==> src/verilog/commit_pkg.sv <==
package commit_pkg;

    // lane count, fixed at two since the ordering rule compares one pair
    localparam int NUM_LANES = 2;

    localparam int ADDR_W  = 32;
    localparam int INST_W  = 32;
    localparam int DATA_W  = 32;
    localparam int REG_W   = 5;
    localparam int ECODE_W = 6;

    // program counter
    typedef logic [ADDR_W-1:0] addr_t;

    // raw instruction word
    typedef logic [INST_W-1:0] inst_t;

    // register write data
    typedef logic [DATA_W-1:0] data_t;

    // gpr index, 32 entries
    typedef logic [REG_W-1:0] reg_num_t;

    typedef logic [ECODE_W-1:0] ecode_t; // exception cause

endpackage

==> src/verilog/commit_capture.sv <==
`timescale 1ns/1ps

module commit_capture (
    input  logic                 aclk,
    input  logic                 rst,

    // lane 0 from writeback
    input  logic                 cmt_valid_0_i,
    input  commit_pkg::addr_t    cmt_pc_0_i,
    input  commit_pkg::inst_t    cmt_inst_0_i,
    input  logic                 cmt_wen_0_i,
    input  commit_pkg::reg_num_t cmt_wnum_0_i,
    input  commit_pkg::data_t    cmt_wdata_0_i,
    input  logic                 cmt_excp_0_i,
    input  logic                 cmt_ertn_0_i,
    input  commit_pkg::ecode_t   cmt_ecode_0_i,

    // lane 1 from writeback
    input  logic                 cmt_valid_1_i,
    input  commit_pkg::addr_t    cmt_pc_1_i,
    input  commit_pkg::inst_t    cmt_inst_1_i,
    input  logic                 cmt_wen_1_i,
    input  commit_pkg::reg_num_t cmt_wnum_1_i,
    input  commit_pkg::data_t    cmt_wdata_1_i,
    input  logic                 cmt_excp_1_i,
    input  logic                 cmt_ertn_1_i,
    input  commit_pkg::ecode_t   cmt_ecode_1_i,

    output logic                 reg_valid_0_o,
    output commit_pkg::addr_t    reg_pc_0_o,
    output commit_pkg::inst_t    reg_inst_0_o,
    output logic                 reg_wen_0_o,
    output commit_pkg::reg_num_t reg_wnum_0_o,
    output commit_pkg::data_t    reg_wdata_0_o,
    output logic                 reg_excp_0_o,
    output logic                 reg_ertn_0_o,
    output commit_pkg::ecode_t   reg_ecode_0_o,

    output logic                 reg_valid_1_o,
    output commit_pkg::addr_t    reg_pc_1_o,
    output commit_pkg::inst_t    reg_inst_1_o,
    output logic                 reg_wen_1_o,
    output commit_pkg::reg_num_t reg_wnum_1_o,
    output commit_pkg::data_t    reg_wdata_1_o,
    output logic                 reg_excp_1_o,
    output logic                 reg_ertn_1_o,
    output commit_pkg::ecode_t   reg_ecode_1_o
);

    // single stage, whole commit record cleared on reset
    always_ff @(posedge aclk) begin
        if (rst) begin
            {reg_valid_0_o, reg_wen_0_o, reg_excp_0_o, reg_ertn_0_o} <= '0;
            {reg_pc_0_o, reg_inst_0_o, reg_wnum_0_o, reg_wdata_0_o, reg_ecode_0_o} <= '0;
            {reg_valid_1_o, reg_wen_1_o, reg_excp_1_o, reg_ertn_1_o} <= '0;
            {reg_pc_1_o, reg_inst_1_o, reg_wnum_1_o, reg_wdata_1_o, reg_ecode_1_o} <= '0;
        end else begin
            reg_valid_0_o <= cmt_valid_0_i;
            reg_pc_0_o    <= cmt_pc_0_i;
            reg_inst_0_o  <= cmt_inst_0_i;
            reg_wen_0_o   <= cmt_wen_0_i;
            reg_wnum_0_o  <= cmt_wnum_0_i;
            reg_wdata_0_o <= cmt_wdata_0_i;
            reg_excp_0_o  <= cmt_excp_0_i;
            reg_ertn_0_o  <= cmt_ertn_0_i;
            reg_ecode_0_o <= cmt_ecode_0_i;

            reg_valid_1_o <= cmt_valid_1_i;
            reg_pc_1_o    <= cmt_pc_1_i;
            reg_inst_1_o  <= cmt_inst_1_i;
            reg_wen_1_o   <= cmt_wen_1_i;
            reg_wnum_1_o  <= cmt_wnum_1_i;
            reg_wdata_1_o <= cmt_wdata_1_i;
            reg_excp_1_o  <= cmt_excp_1_i;
            reg_ertn_1_o  <= cmt_ertn_1_i;
            reg_ecode_1_o <= cmt_ecode_1_i;
        end
    end

    // a write-back only exists for a retiring instruction
    a_wen_needs_valid : assert property (@(posedge aclk) disable iff (rst)
        (!reg_wen_0_o || reg_valid_0_o) && (!reg_wen_1_o || reg_valid_1_o));

endmodule

==> src/verilog/commit_order.sv <==
`timescale 1ns/1ps

module commit_order (
    input  logic               aclk,
    input  logic               rst,

    input  logic               valid_0_i,
    input  logic               valid_1_i,
    input  logic               excp_0_i,
    input  logic               excp_1_i,
    input  commit_pkg::addr_t  pc_0_i,
    input  commit_pkg::addr_t  pc_1_i,
    input  commit_pkg::inst_t  inst_0_i,
    input  commit_pkg::inst_t  inst_1_i,
    input  commit_pkg::ecode_t ecode_0_i,
    input  commit_pkg::ecode_t ecode_1_i,

    output logic               slot_o,
    output logic               excp_valid_o,
    output commit_pkg::addr_t  excp_pc_o,
    output commit_pkg::inst_t  excp_inst_o,
    output commit_pkg::ecode_t excp_ecode_o
);

    logic [commit_pkg::NUM_LANES-1:0] valid_vec;
    logic                             lane0_older;
    logic                             sel_lane1;

    assign valid_vec   = {valid_1_i, valid_0_i};
    assign lane0_older = pc_0_i < pc_1_i; // equal pcs count lane 1 as older

    // position of lane 0 among the retiring lanes
    always_comb begin
        case (valid_vec)
            2'b11:   slot_o = !lane0_older;
            2'b10:   slot_o = 1'b1;
            default: slot_o = 1'b0; // lane 0 alone or nothing retiring
        endcase
    end

    // older lane reports if it trapped and the other one otherwise
    always_comb begin
        if (lane0_older) begin
            sel_lane1 = !excp_0_i;
        end else begin
            sel_lane1 = excp_1_i;
        end
    end

    assign excp_valid_o = sel_lane1 ? excp_1_i  : excp_0_i;
    assign excp_pc_o    = sel_lane1 ? pc_1_i    : pc_0_i;
    assign excp_inst_o  = sel_lane1 ? inst_1_i  : inst_0_i;
    assign excp_ecode_o = sel_lane1 ? ecode_1_i : ecode_0_i;

    // a trapped lane always ends up reported
    a_excp_not_lost : assert property (@(posedge aclk) disable iff (rst)
        (excp_0_i || excp_1_i) |-> excp_valid_o);

endmodule

==> src/verilog/commit_trace_top.sv <==
`timescale 1ns/1ps

module commit_trace_top #(
    parameter int COUNT_W = 64
) (
    input  logic                 aclk,
    input  logic                 rst,

    input  logic                 cmt_valid_0_i,
    input  commit_pkg::addr_t    cmt_pc_0_i,
    input  commit_pkg::inst_t    cmt_inst_0_i,
    input  logic                 cmt_wen_0_i,
    input  commit_pkg::reg_num_t cmt_wnum_0_i,
    input  commit_pkg::data_t    cmt_wdata_0_i,
    input  logic                 cmt_excp_0_i,
    input  logic                 cmt_ertn_0_i,
    input  commit_pkg::ecode_t   cmt_ecode_0_i,

    input  logic                 cmt_valid_1_i,
    input  commit_pkg::addr_t    cmt_pc_1_i,
    input  commit_pkg::inst_t    cmt_inst_1_i,
    input  logic                 cmt_wen_1_i,
    input  commit_pkg::reg_num_t cmt_wnum_1_i,
    input  commit_pkg::data_t    cmt_wdata_1_i,
    input  logic                 cmt_excp_1_i,
    input  logic                 cmt_ertn_1_i,
    input  commit_pkg::ecode_t   cmt_ecode_1_i,

    // per-lane commit trace, one cycle late
    output logic                 trace_valid_0_o,
    output commit_pkg::addr_t    trace_pc_0_o,
    output commit_pkg::inst_t    trace_inst_0_o,
    output logic                 trace_wen_0_o,
    output commit_pkg::reg_num_t trace_wnum_0_o,
    output commit_pkg::data_t    trace_wdata_0_o,

    output logic                 trace_valid_1_o,
    output commit_pkg::addr_t    trace_pc_1_o,
    output commit_pkg::inst_t    trace_inst_1_o,
    output logic                 trace_wen_1_o,
    output commit_pkg::reg_num_t trace_wnum_1_o,
    output commit_pkg::data_t    trace_wdata_1_o,

    output logic                 slot_o,
    output logic                 excp_valid_o,
    output commit_pkg::addr_t    excp_pc_o,
    output commit_pkg::inst_t    excp_inst_o,
    output commit_pkg::ecode_t   excp_ecode_o,
    output logic                 ertn_o,
    output logic [COUNT_W-1:0]   cycle_cnt_o,
    output logic [COUNT_W-1:0]   instr_cnt_o
);

    logic               reg_excp_0;
    logic               reg_excp_1;
    commit_pkg::ecode_t reg_ecode_0;
    commit_pkg::ecode_t reg_ecode_1;

    commit_capture u_capture (
        .aclk          (aclk),
        .rst           (rst),
        .cmt_valid_0_i (cmt_valid_0_i),
        .cmt_pc_0_i    (cmt_pc_0_i),
        .cmt_inst_0_i  (cmt_inst_0_i),
        .cmt_wen_0_i   (cmt_wen_0_i),
        .cmt_wnum_0_i  (cmt_wnum_0_i),
        .cmt_wdata_0_i (cmt_wdata_0_i),
        .cmt_excp_0_i  (cmt_excp_0_i),
        .cmt_ertn_0_i  (cmt_ertn_0_i),
        .cmt_ecode_0_i (cmt_ecode_0_i),
        .cmt_valid_1_i (cmt_valid_1_i),
        .cmt_pc_1_i    (cmt_pc_1_i),
        .cmt_inst_1_i  (cmt_inst_1_i),
        .cmt_wen_1_i   (cmt_wen_1_i),
        .cmt_wnum_1_i  (cmt_wnum_1_i),
        .cmt_wdata_1_i (cmt_wdata_1_i),
        .cmt_excp_1_i  (cmt_excp_1_i),
        .cmt_ertn_1_i  (cmt_ertn_1_i),
        .cmt_ecode_1_i (cmt_ecode_1_i),
        .reg_valid_0_o (trace_valid_0_o),
        .reg_pc_0_o    (trace_pc_0_o),
        .reg_inst_0_o  (trace_inst_0_o),
        .reg_wen_0_o   (trace_wen_0_o),
        .reg_wnum_0_o  (trace_wnum_0_o),
        .reg_wdata_0_o (trace_wdata_0_o),
        .reg_excp_0_o  (reg_excp_0),
        .reg_ertn_0_o  (ertn_o),       // eret event reports lane 0 only
        .reg_ecode_0_o (reg_ecode_0),
        .reg_valid_1_o (trace_valid_1_o),
        .reg_pc_1_o    (trace_pc_1_o),
        .reg_inst_1_o  (trace_inst_1_o),
        .reg_wen_1_o   (trace_wen_1_o),
        .reg_wnum_1_o  (trace_wnum_1_o),
        .reg_wdata_1_o (trace_wdata_1_o),
        .reg_excp_1_o  (reg_excp_1),
        .reg_ertn_1_o  (),
        .reg_ecode_1_o (reg_ecode_1)
    );

    commit_order u_order (
        .aclk         (aclk),
        .rst          (rst),
        .valid_0_i    (trace_valid_0_o),
        .valid_1_i    (trace_valid_1_o),
        .excp_0_i     (reg_excp_0),
        .excp_1_i     (reg_excp_1),
        .pc_0_i       (trace_pc_0_o),
        .pc_1_i       (trace_pc_1_o),
        .inst_0_i     (trace_inst_0_o),
        .inst_1_i     (trace_inst_1_o),
        .ecode_0_i    (reg_ecode_0),
        .ecode_1_i    (reg_ecode_1),
        .slot_o       (slot_o),
        .excp_valid_o (excp_valid_o),
        .excp_pc_o    (excp_pc_o),
        .excp_inst_o  (excp_inst_o),
        .excp_ecode_o (excp_ecode_o)
    );

    event_counters #(
        .COUNT_W (COUNT_W)
    ) u_counters (
        .aclk        (aclk),
        .rst         (rst),
        .valid_0_i   (trace_valid_0_o),
        .valid_1_i   (trace_valid_1_o),
        .cycle_cnt_o (cycle_cnt_o),
        .instr_cnt_o (instr_cnt_o)
    );

endmodule

==> src/verilog/event_counters.sv <==
`timescale 1ns/1ps

module event_counters #(
    parameter int COUNT_W = 64
) (
    input  logic               aclk,
    input  logic               rst,
    input  logic               valid_0_i,
    input  logic               valid_1_i,
    output logic [COUNT_W-1:0] cycle_cnt_o,
    output logic [COUNT_W-1:0] instr_cnt_o
);

    logic [commit_pkg::NUM_LANES-1:0] valid_vec;
    logic [COUNT_W-1:0]               lanes_retired;

    assign valid_vec     = {valid_1_i, valid_0_i};
    assign lanes_retired = COUNT_W'($countones(valid_vec)); // 0, 1 or 2

    always_ff @(posedge aclk) begin
        if (rst) begin
            cycle_cnt_o <= '0;
            instr_cnt_o <= '0;
        end else begin
            cycle_cnt_o <= cycle_cnt_o + COUNT_W'(1);
            instr_cnt_o <= instr_cnt_o + lanes_retired;
        end
    end

    // at most one retirement per lane per cycle, wrap included
    a_instr_step : assert property (@(posedge aclk) disable iff (rst)
        !$past(rst) |-> (COUNT_W'(instr_cnt_o - $past(instr_cnt_o)) <= COUNT_W'(2)));

endmodule
==> config.mk <==
export PLATFORM = sky130hd
export DESIGN_NAME = commit_trace_top
export DESIGN_NICKNAME = d
export VERILOG_FILES = /design/src/verilog/commit_pkg.sv /design/src/verilog/commit_capture.sv /design/src/verilog/commit_order.sv /design/src/verilog/commit_trace_top.sv /design/src/verilog/event_counters.sv
export SDC_FILE = /design/constraint.sdc
export NUM_CORES = 1
export LEC_CHECK = 0
export BUFFER_PORTS_ARGS = -buffer_cell sky130_fd_sc_hd__buf_4
export CORE_AREA = 8 8 237 239
export CTS_CLUSTER_DIAMETER = 120
export CTS_CLUSTER_SIZE = 16
export DETAILED_ROUTE_END_ITERATION = 7
export DIE_AREA = 0 0 245 247
export PLACE_DENSITY = 0.57
export REMOVE_ABC_BUFFERS = 1
export SYNTH_ARGS = -nofsm -noshare
export SYNTH_HDL_FRONTEND = slang
export SYNTH_SLANG_ARGS = --single-unit
==> constraint.sdc <==
create_clock -name aclk -period 2.9 [get_ports aclk]
set_input_delay 0.29 -clock aclk [delete_from_list [all_inputs] [get_ports aclk]]
set_output_delay 0.29 -clock aclk [all_outputs]
set_load 0.02 [all_outputs]
Yosys cells after proc, flatten, opt, wreduce, memory -nomap -nowiden
Index checks and enable logic that the tools add are counted. W data, S select, Z words.

$add $sub $neg: 3. Order comparisons: 1. Equality and inequality tests: 2. Muxes and demuxes: 6. Reductions and logical operators: 2.

Operators with widths (number): $add A64 B1 Y64 const B (1); $add A64 B64 Y64 (1); $mux W32 (2); $lt A32 B32 Y1 (1); $mux W6 (1); $eq A2 B2 Y1 const B (2); $add A1 B1 Y2 (1); $logic_not A1 Y1 (2); $mux W1 (2); $pmux W1 S2 (1).

Register bits: 349. Input port bits: 224. Output and inout port bits: 407. Word-level logic and storage cells: 33.

Logic depth before layout (Yosys ltp)
Depth in word-level cells: 3. Gate-level depth with buffers: 13. Mapped depth without buffers: 13.

By module
Synthesis repeated with hierarchy kept, for this count alone.

Cell total of the unflattened synthesis: 1376. Area, all modules: 13977.2 um^2.

By module, submodules not included: event_counters (instances 1, cells an instance 716, area an instance 6065.8 um^2, seq. area each 2562.5 um^2); commit_capture (instances 1, cells an instance 468, area an instance 5948.2 um^2, seq. area each 4444.3 um^2); commit_order (instances 1, cells an instance 192, area an instance 1963.1 um^2, seq. area each 0.0 um^2).

Worst setup path after synthesis
Ideal clock, no wire load.

Kind: flip-flop to output port. Start point: register u_capture.reg_pc_1_o[30]. End point: output port excp_ecode_o[0]. Data arrival time: 2.783 ns. Required time: 2.610 ns. Slack: -0.173 ns. Stages on the path, launching flop included: 11. Path buffers: 1. Cell sequence: dfxtp_1 > inv_1 > ha_1 > a21oi_1 > nand2_1 > a221o_1 > a211oi_1 > o211a_2 > mux2i_4 > buf_8 > mux2_4.

Longest elaborated chain between the ends: 3.

RTL lines: start: declaration (line commit_capture.sv:40) `output commit_pkg::addr_t reg_pc_1_o,`; start signal: assignment (line commit_capture.sv:69) `reg_pc_1_o <= cmt_pc_1_i;`; $lt A32 B32 Y1 (line commit_order.sv:30) `assign lane0_older = pc_0_i < pc_1_i;`; $mux W1 (line commit_order.sv:43) `if (lane0_older) begin`; $mux W6 (line commit_order.sv:53) `assign excp_ecode_o = sel_lane1 ? ecode_1_i : ecode_0_i;`; end: declaration (line commit_trace_top.sv:48) `output commit_pkg::ecode_t excp_ecode_o,`.

No other way between the ends.

Final worst setup path
Start point: register u_capture.reg_pc_1_o[23]. End point: output port excp_pc_o[6].

Longest elaborated chain between the ends: 3.

RTL lines: $lt A32 B32 Y1 (line commit_order.sv:30); $mux W1 (line commit_order.sv:43); $mux W32 (line commit_order.sv:51) `assign excp_pc_o = sel_lane1 ? pc_1_i : pc_0_i;`; end: declaration (line commit_trace_top.sv:46) `output commit_pkg::addr_t excp_pc_o,`.

No other way between the ends.

==> reports/results.ini <==
[critical_path]
path_delay_family=simple AND/OR/NAND/NOR gates
crit_buf_inv=5
cp_slowest_cell=or4_4
startpoint_type=register
worstPathMaxFanout=12
r2r_cells=13
critPathLaunch=u_capture.reg_pc_1_o[23]$_SDFF_PP0_
r2r_slack_ns=0.21
criticalPathCategory=reg -> out
critical_path.max_stage_delay_ns=0.58
end_kind=output pin
cp_cell_sequence=inv_2, ha_4, nand4_1, or4_4, buf_6, o211a_4, mux2i_4, buf_12, buf_12, mux2_4, buf_6
rr_endpoint=u_counters.instr_cnt_o[28]$_SDFF_PP0_
r2r_start=u_capture.reg_valid_1_o$_SDFF_PP0_
crit_end=excp_pc_o[6]
cp.arrival_ns=3.41
critical_path_required_ns=2.61
crit_cells=11

[cells_and_area]
diodes=0
n_fill_cell=4847
drive_above_1_share=0.406
fin_nets=2521
syn2layout_area_growth_pct=71.7
postLayoutCellArea_mm2=0.0232

[sta]
fin_skew_ns=0.0184
fmaxAchievable_mhz=271
finalHoldViolations=0
setup_viol=71
rsz0062_at_grt=true
fin_crit_ns=3.70
period_share=1.27
worst_hold_slack_ns=0.0472
slew_violations=0
tightest_slew_ns=0.475
setup_ws_ns=-0.796
fin_setup_tns_ns=-53.35
slew-limit-headroom=0.680

[routing]
drt-initial-drc-count=407
num_vias=12571
wl_um=53900
viasPerCell=4.27
drtAntennaViolNets=0
wl_per_cell_um=18.3
dr.pass1.iters=4
drc=0

[cts]
cts_num_sinks=349
htree_levels=1
clk_pin_slew_worst_paths_ns=0.07
clockRootBuffer=clkbuf_16
cts_buffer_depth=3
tritoncts=built
insertion_delay_ns=0.55
cts_buffers=25

[placed_design]
postPlaceCellArea_mm2=0.0198
hpwl_um=40600
portBuffers=629
gp_congestion=0.882

[die]
core_mm2=0.0522
initial_core_util=0.259
die_w_um=245
die_h_um=247
num_io_pins=631
design.die.area_mm2=0.0605
num_rows=84

[yosys]
synth_commonest_cells=349 x dfxtp_1, 224 x nor2b_1, 123 x nor2_1
yosys.area_share.simple=0.239
synthTopCellsByArea=dfxtp_1 52%, nor2b_1 10%, mux2_4 7.8%
synthFlopType=dfxtp_1
muxShareOfSynthArea=0.0793
synth_area_leader_cell=dfxtp_1
synth_adder_area_share=0.0347
syn-cell-area_mm2=0.0135
yosys_warnings=0
syn_avg_cell_area_um2=10.3
synth_top_family_by_area=simple AND/OR/NAND/NOR gates
synth_compound_area_frac=0.0287
synth-xor-area-share=0.0653
synth-seq-area-share=0.516
synth_top_area_share=0.516
ys_seq_elements=349
synth_most_common_cell=dfxtp_1
ys_types=45
async_flop_share=0
synthCells=1316
synth_edf_count=0

[outcome]
status=finished with violations
violations=setup timing

[global_routing]
grt_pass1_vias=13265
grt_pass1_wl_um=79600
grt-ovfl-total=0
grt_max_degree=103
grt_use_total=0.165
antenna_found_initial=0

[worst_hold_path]
min_path_type=in -> reg

[power]
fin_total_pwr_mw=10.6
p_leak_nw=10.4
powerDensity_mw_per_mm2=455
peakVddDrop_mv=0.389

[job]
cap_violations=0

[kinds of logic after synthesis]
family / Yosys count
xor+xnor: 101
flops: 349
simple gates: 578
mux: 71
fa+ha+maj: 37
compound gates: 71
buf+inv: 109
[timing repair]
action                                 CTS  global route
setup buffers                           10             4
gates cloned                             2             0
resized for setup                      131            17
endpoints found under the hold margin  215             0
hold buffers                           215             0
setup endpoints to repair               78            95
pin swaps                               21             9
[registers in the layout (all words and copies together), names as in the netlist, 32 cells and up]
signal	cells
u_capture.reg_inst_1_o	32
u_counters.cycle_cnt_o	64
u_capture.reg_pc_0_o	32
u_capture.reg_wdata_0_o	32
u_capture.reg_inst_0_o	32
u_capture.reg_pc_1_o	32
u_capture.reg_wdata_1_o	32
u_counters.instr_cnt_o	64
[area by class of cell]
| cell class | count | area [um2] | share of cell area |
|---|---|---|---|
| Timing Repair Buffer | 970 | 8250 | 0.355 |
| Sequential cell | 349 | 7010 | 0.301 |
| Multi-Input combinational cell | 858 | 6290 | 0.271 |
| Tap cell | 688 | 861 | 0.0370 |
| Clock buffer | 25 | 626 | 0.0269 |
| Inverter | 56 | 210 | 0.00904 |
| Clock inverter | 1 | 5.00 | 0.000215 |
[worst min-delay path by stage]
stage | startpoint | to | slack, ns | cells past startpoint
after floorplan | rst | u_counters.cycle_cnt_o[0]$_SDFF_PP0_ | 0.36 | 1
after global placement | u_counters.cycle_cnt_o[0]$_SDFF_PP0_ | u_counters.cycle_cnt_o[0]$_SDFF_PP0_ | 0.44 | 1
final | cmt_wnum_1_i[2] | u_capture.reg_wnum_1_o[2]$_SDFF_PP0_ | 0.05 | 2
after global routing | cmt_wdata_1_i[27] | u_capture.reg_wdata_1_o[27]$_SDFF_PP0_ | 0.02 | 2
after detailed placement | u_counters.cycle_cnt_o[0]$_SDFF_PP0_ | u_counters.cycle_cnt_o[0]$_SDFF_PP0_ | 0.46 | 1
after CTS | cmt_wdata_1_i[1] | u_capture.reg_wdata_1_o[1]$_SDFF_PP0_ | 0.01 | 2
[cells in the final DEF (no fill, tap or decap), drive strengths merged]
| cell | netlist | routed |
|---|---|---|
| a2111oi | 2 | 2 |
| a211oi | 1 | 1 |
| a21o | 2 | 2 |
| a21oi | 34 | 34 |
| a221o | 1 | 1 |
| a221oi | 1 | 1 |
| and2 | 9 | 9 |
| and3 | 17 | 17 |
| and4 | 13 | 13 |
| buf | 9 | 755 |
| clkbuf | 44 | 25 |
| clkinv | 0 | 1 |
| dfxtp | 349 | 349 |
| dlygate4sd3 | 0 | 215 |
| fa | 1 | 1 |
| ha | 36 | 36 |
| inv | 56 | 56 |
| mux2 | 70 | 70 |
| mux2i | 1 | 1 |
| nand2 | 62 | 62 |
| nand2b | 2 | 2 |
| nand3 | 38 | 38 |
| nand4 | 28 | 28 |
| nor2 | 123 | 123 |
| nor2b | 224 | 224 |
| nor3 | 14 | 14 |
| nor4 | 16 | 16 |
| nor4b | 2 | 2 |
| o211a | 1 | 1 |
| o21ai | 27 | 27 |
| o21bai | 1 | 1 |
| o31ai | 1 | 1 |
| or2 | 4 | 4 |
| or3 | 22 | 22 |
| or4 | 4 | 4 |
| xnor2 | 48 | 48 |
| xor2 | 53 | 53 |
[routing by layer]
metal	share of wire	GRT usage
met5	0	0
met4	0.026	0.0489
met3	0.073	0.0467
met2	0.51	0.301
met1	0.40	0.185
[power by group]
group / total (mW) / switching (mW) / internal (mW)
registers: 5.06 / 0.0984 / 4.96
logic: 2.32 / 1.02 / 1.30
clock network: 3.18 / 1.66 / 1.52
total: 10.6 / 2.78 / 7.79
[stage by stage]
stage | utilization | setup WS, ns | std cells
final | 0.445 | -0.796 | 2947
after global routing | 0.445 | -0.925 | 2947
after CTS | 0.444 | -0.823 | 2945
after detailed placement | 0.379 | -0.360 | 2692
after global placement | 0.379 | -0.354 | 2692
after floorplan | - | -1.76 | 1263
No activity file was read; power rests on OpenSTA's default activity.
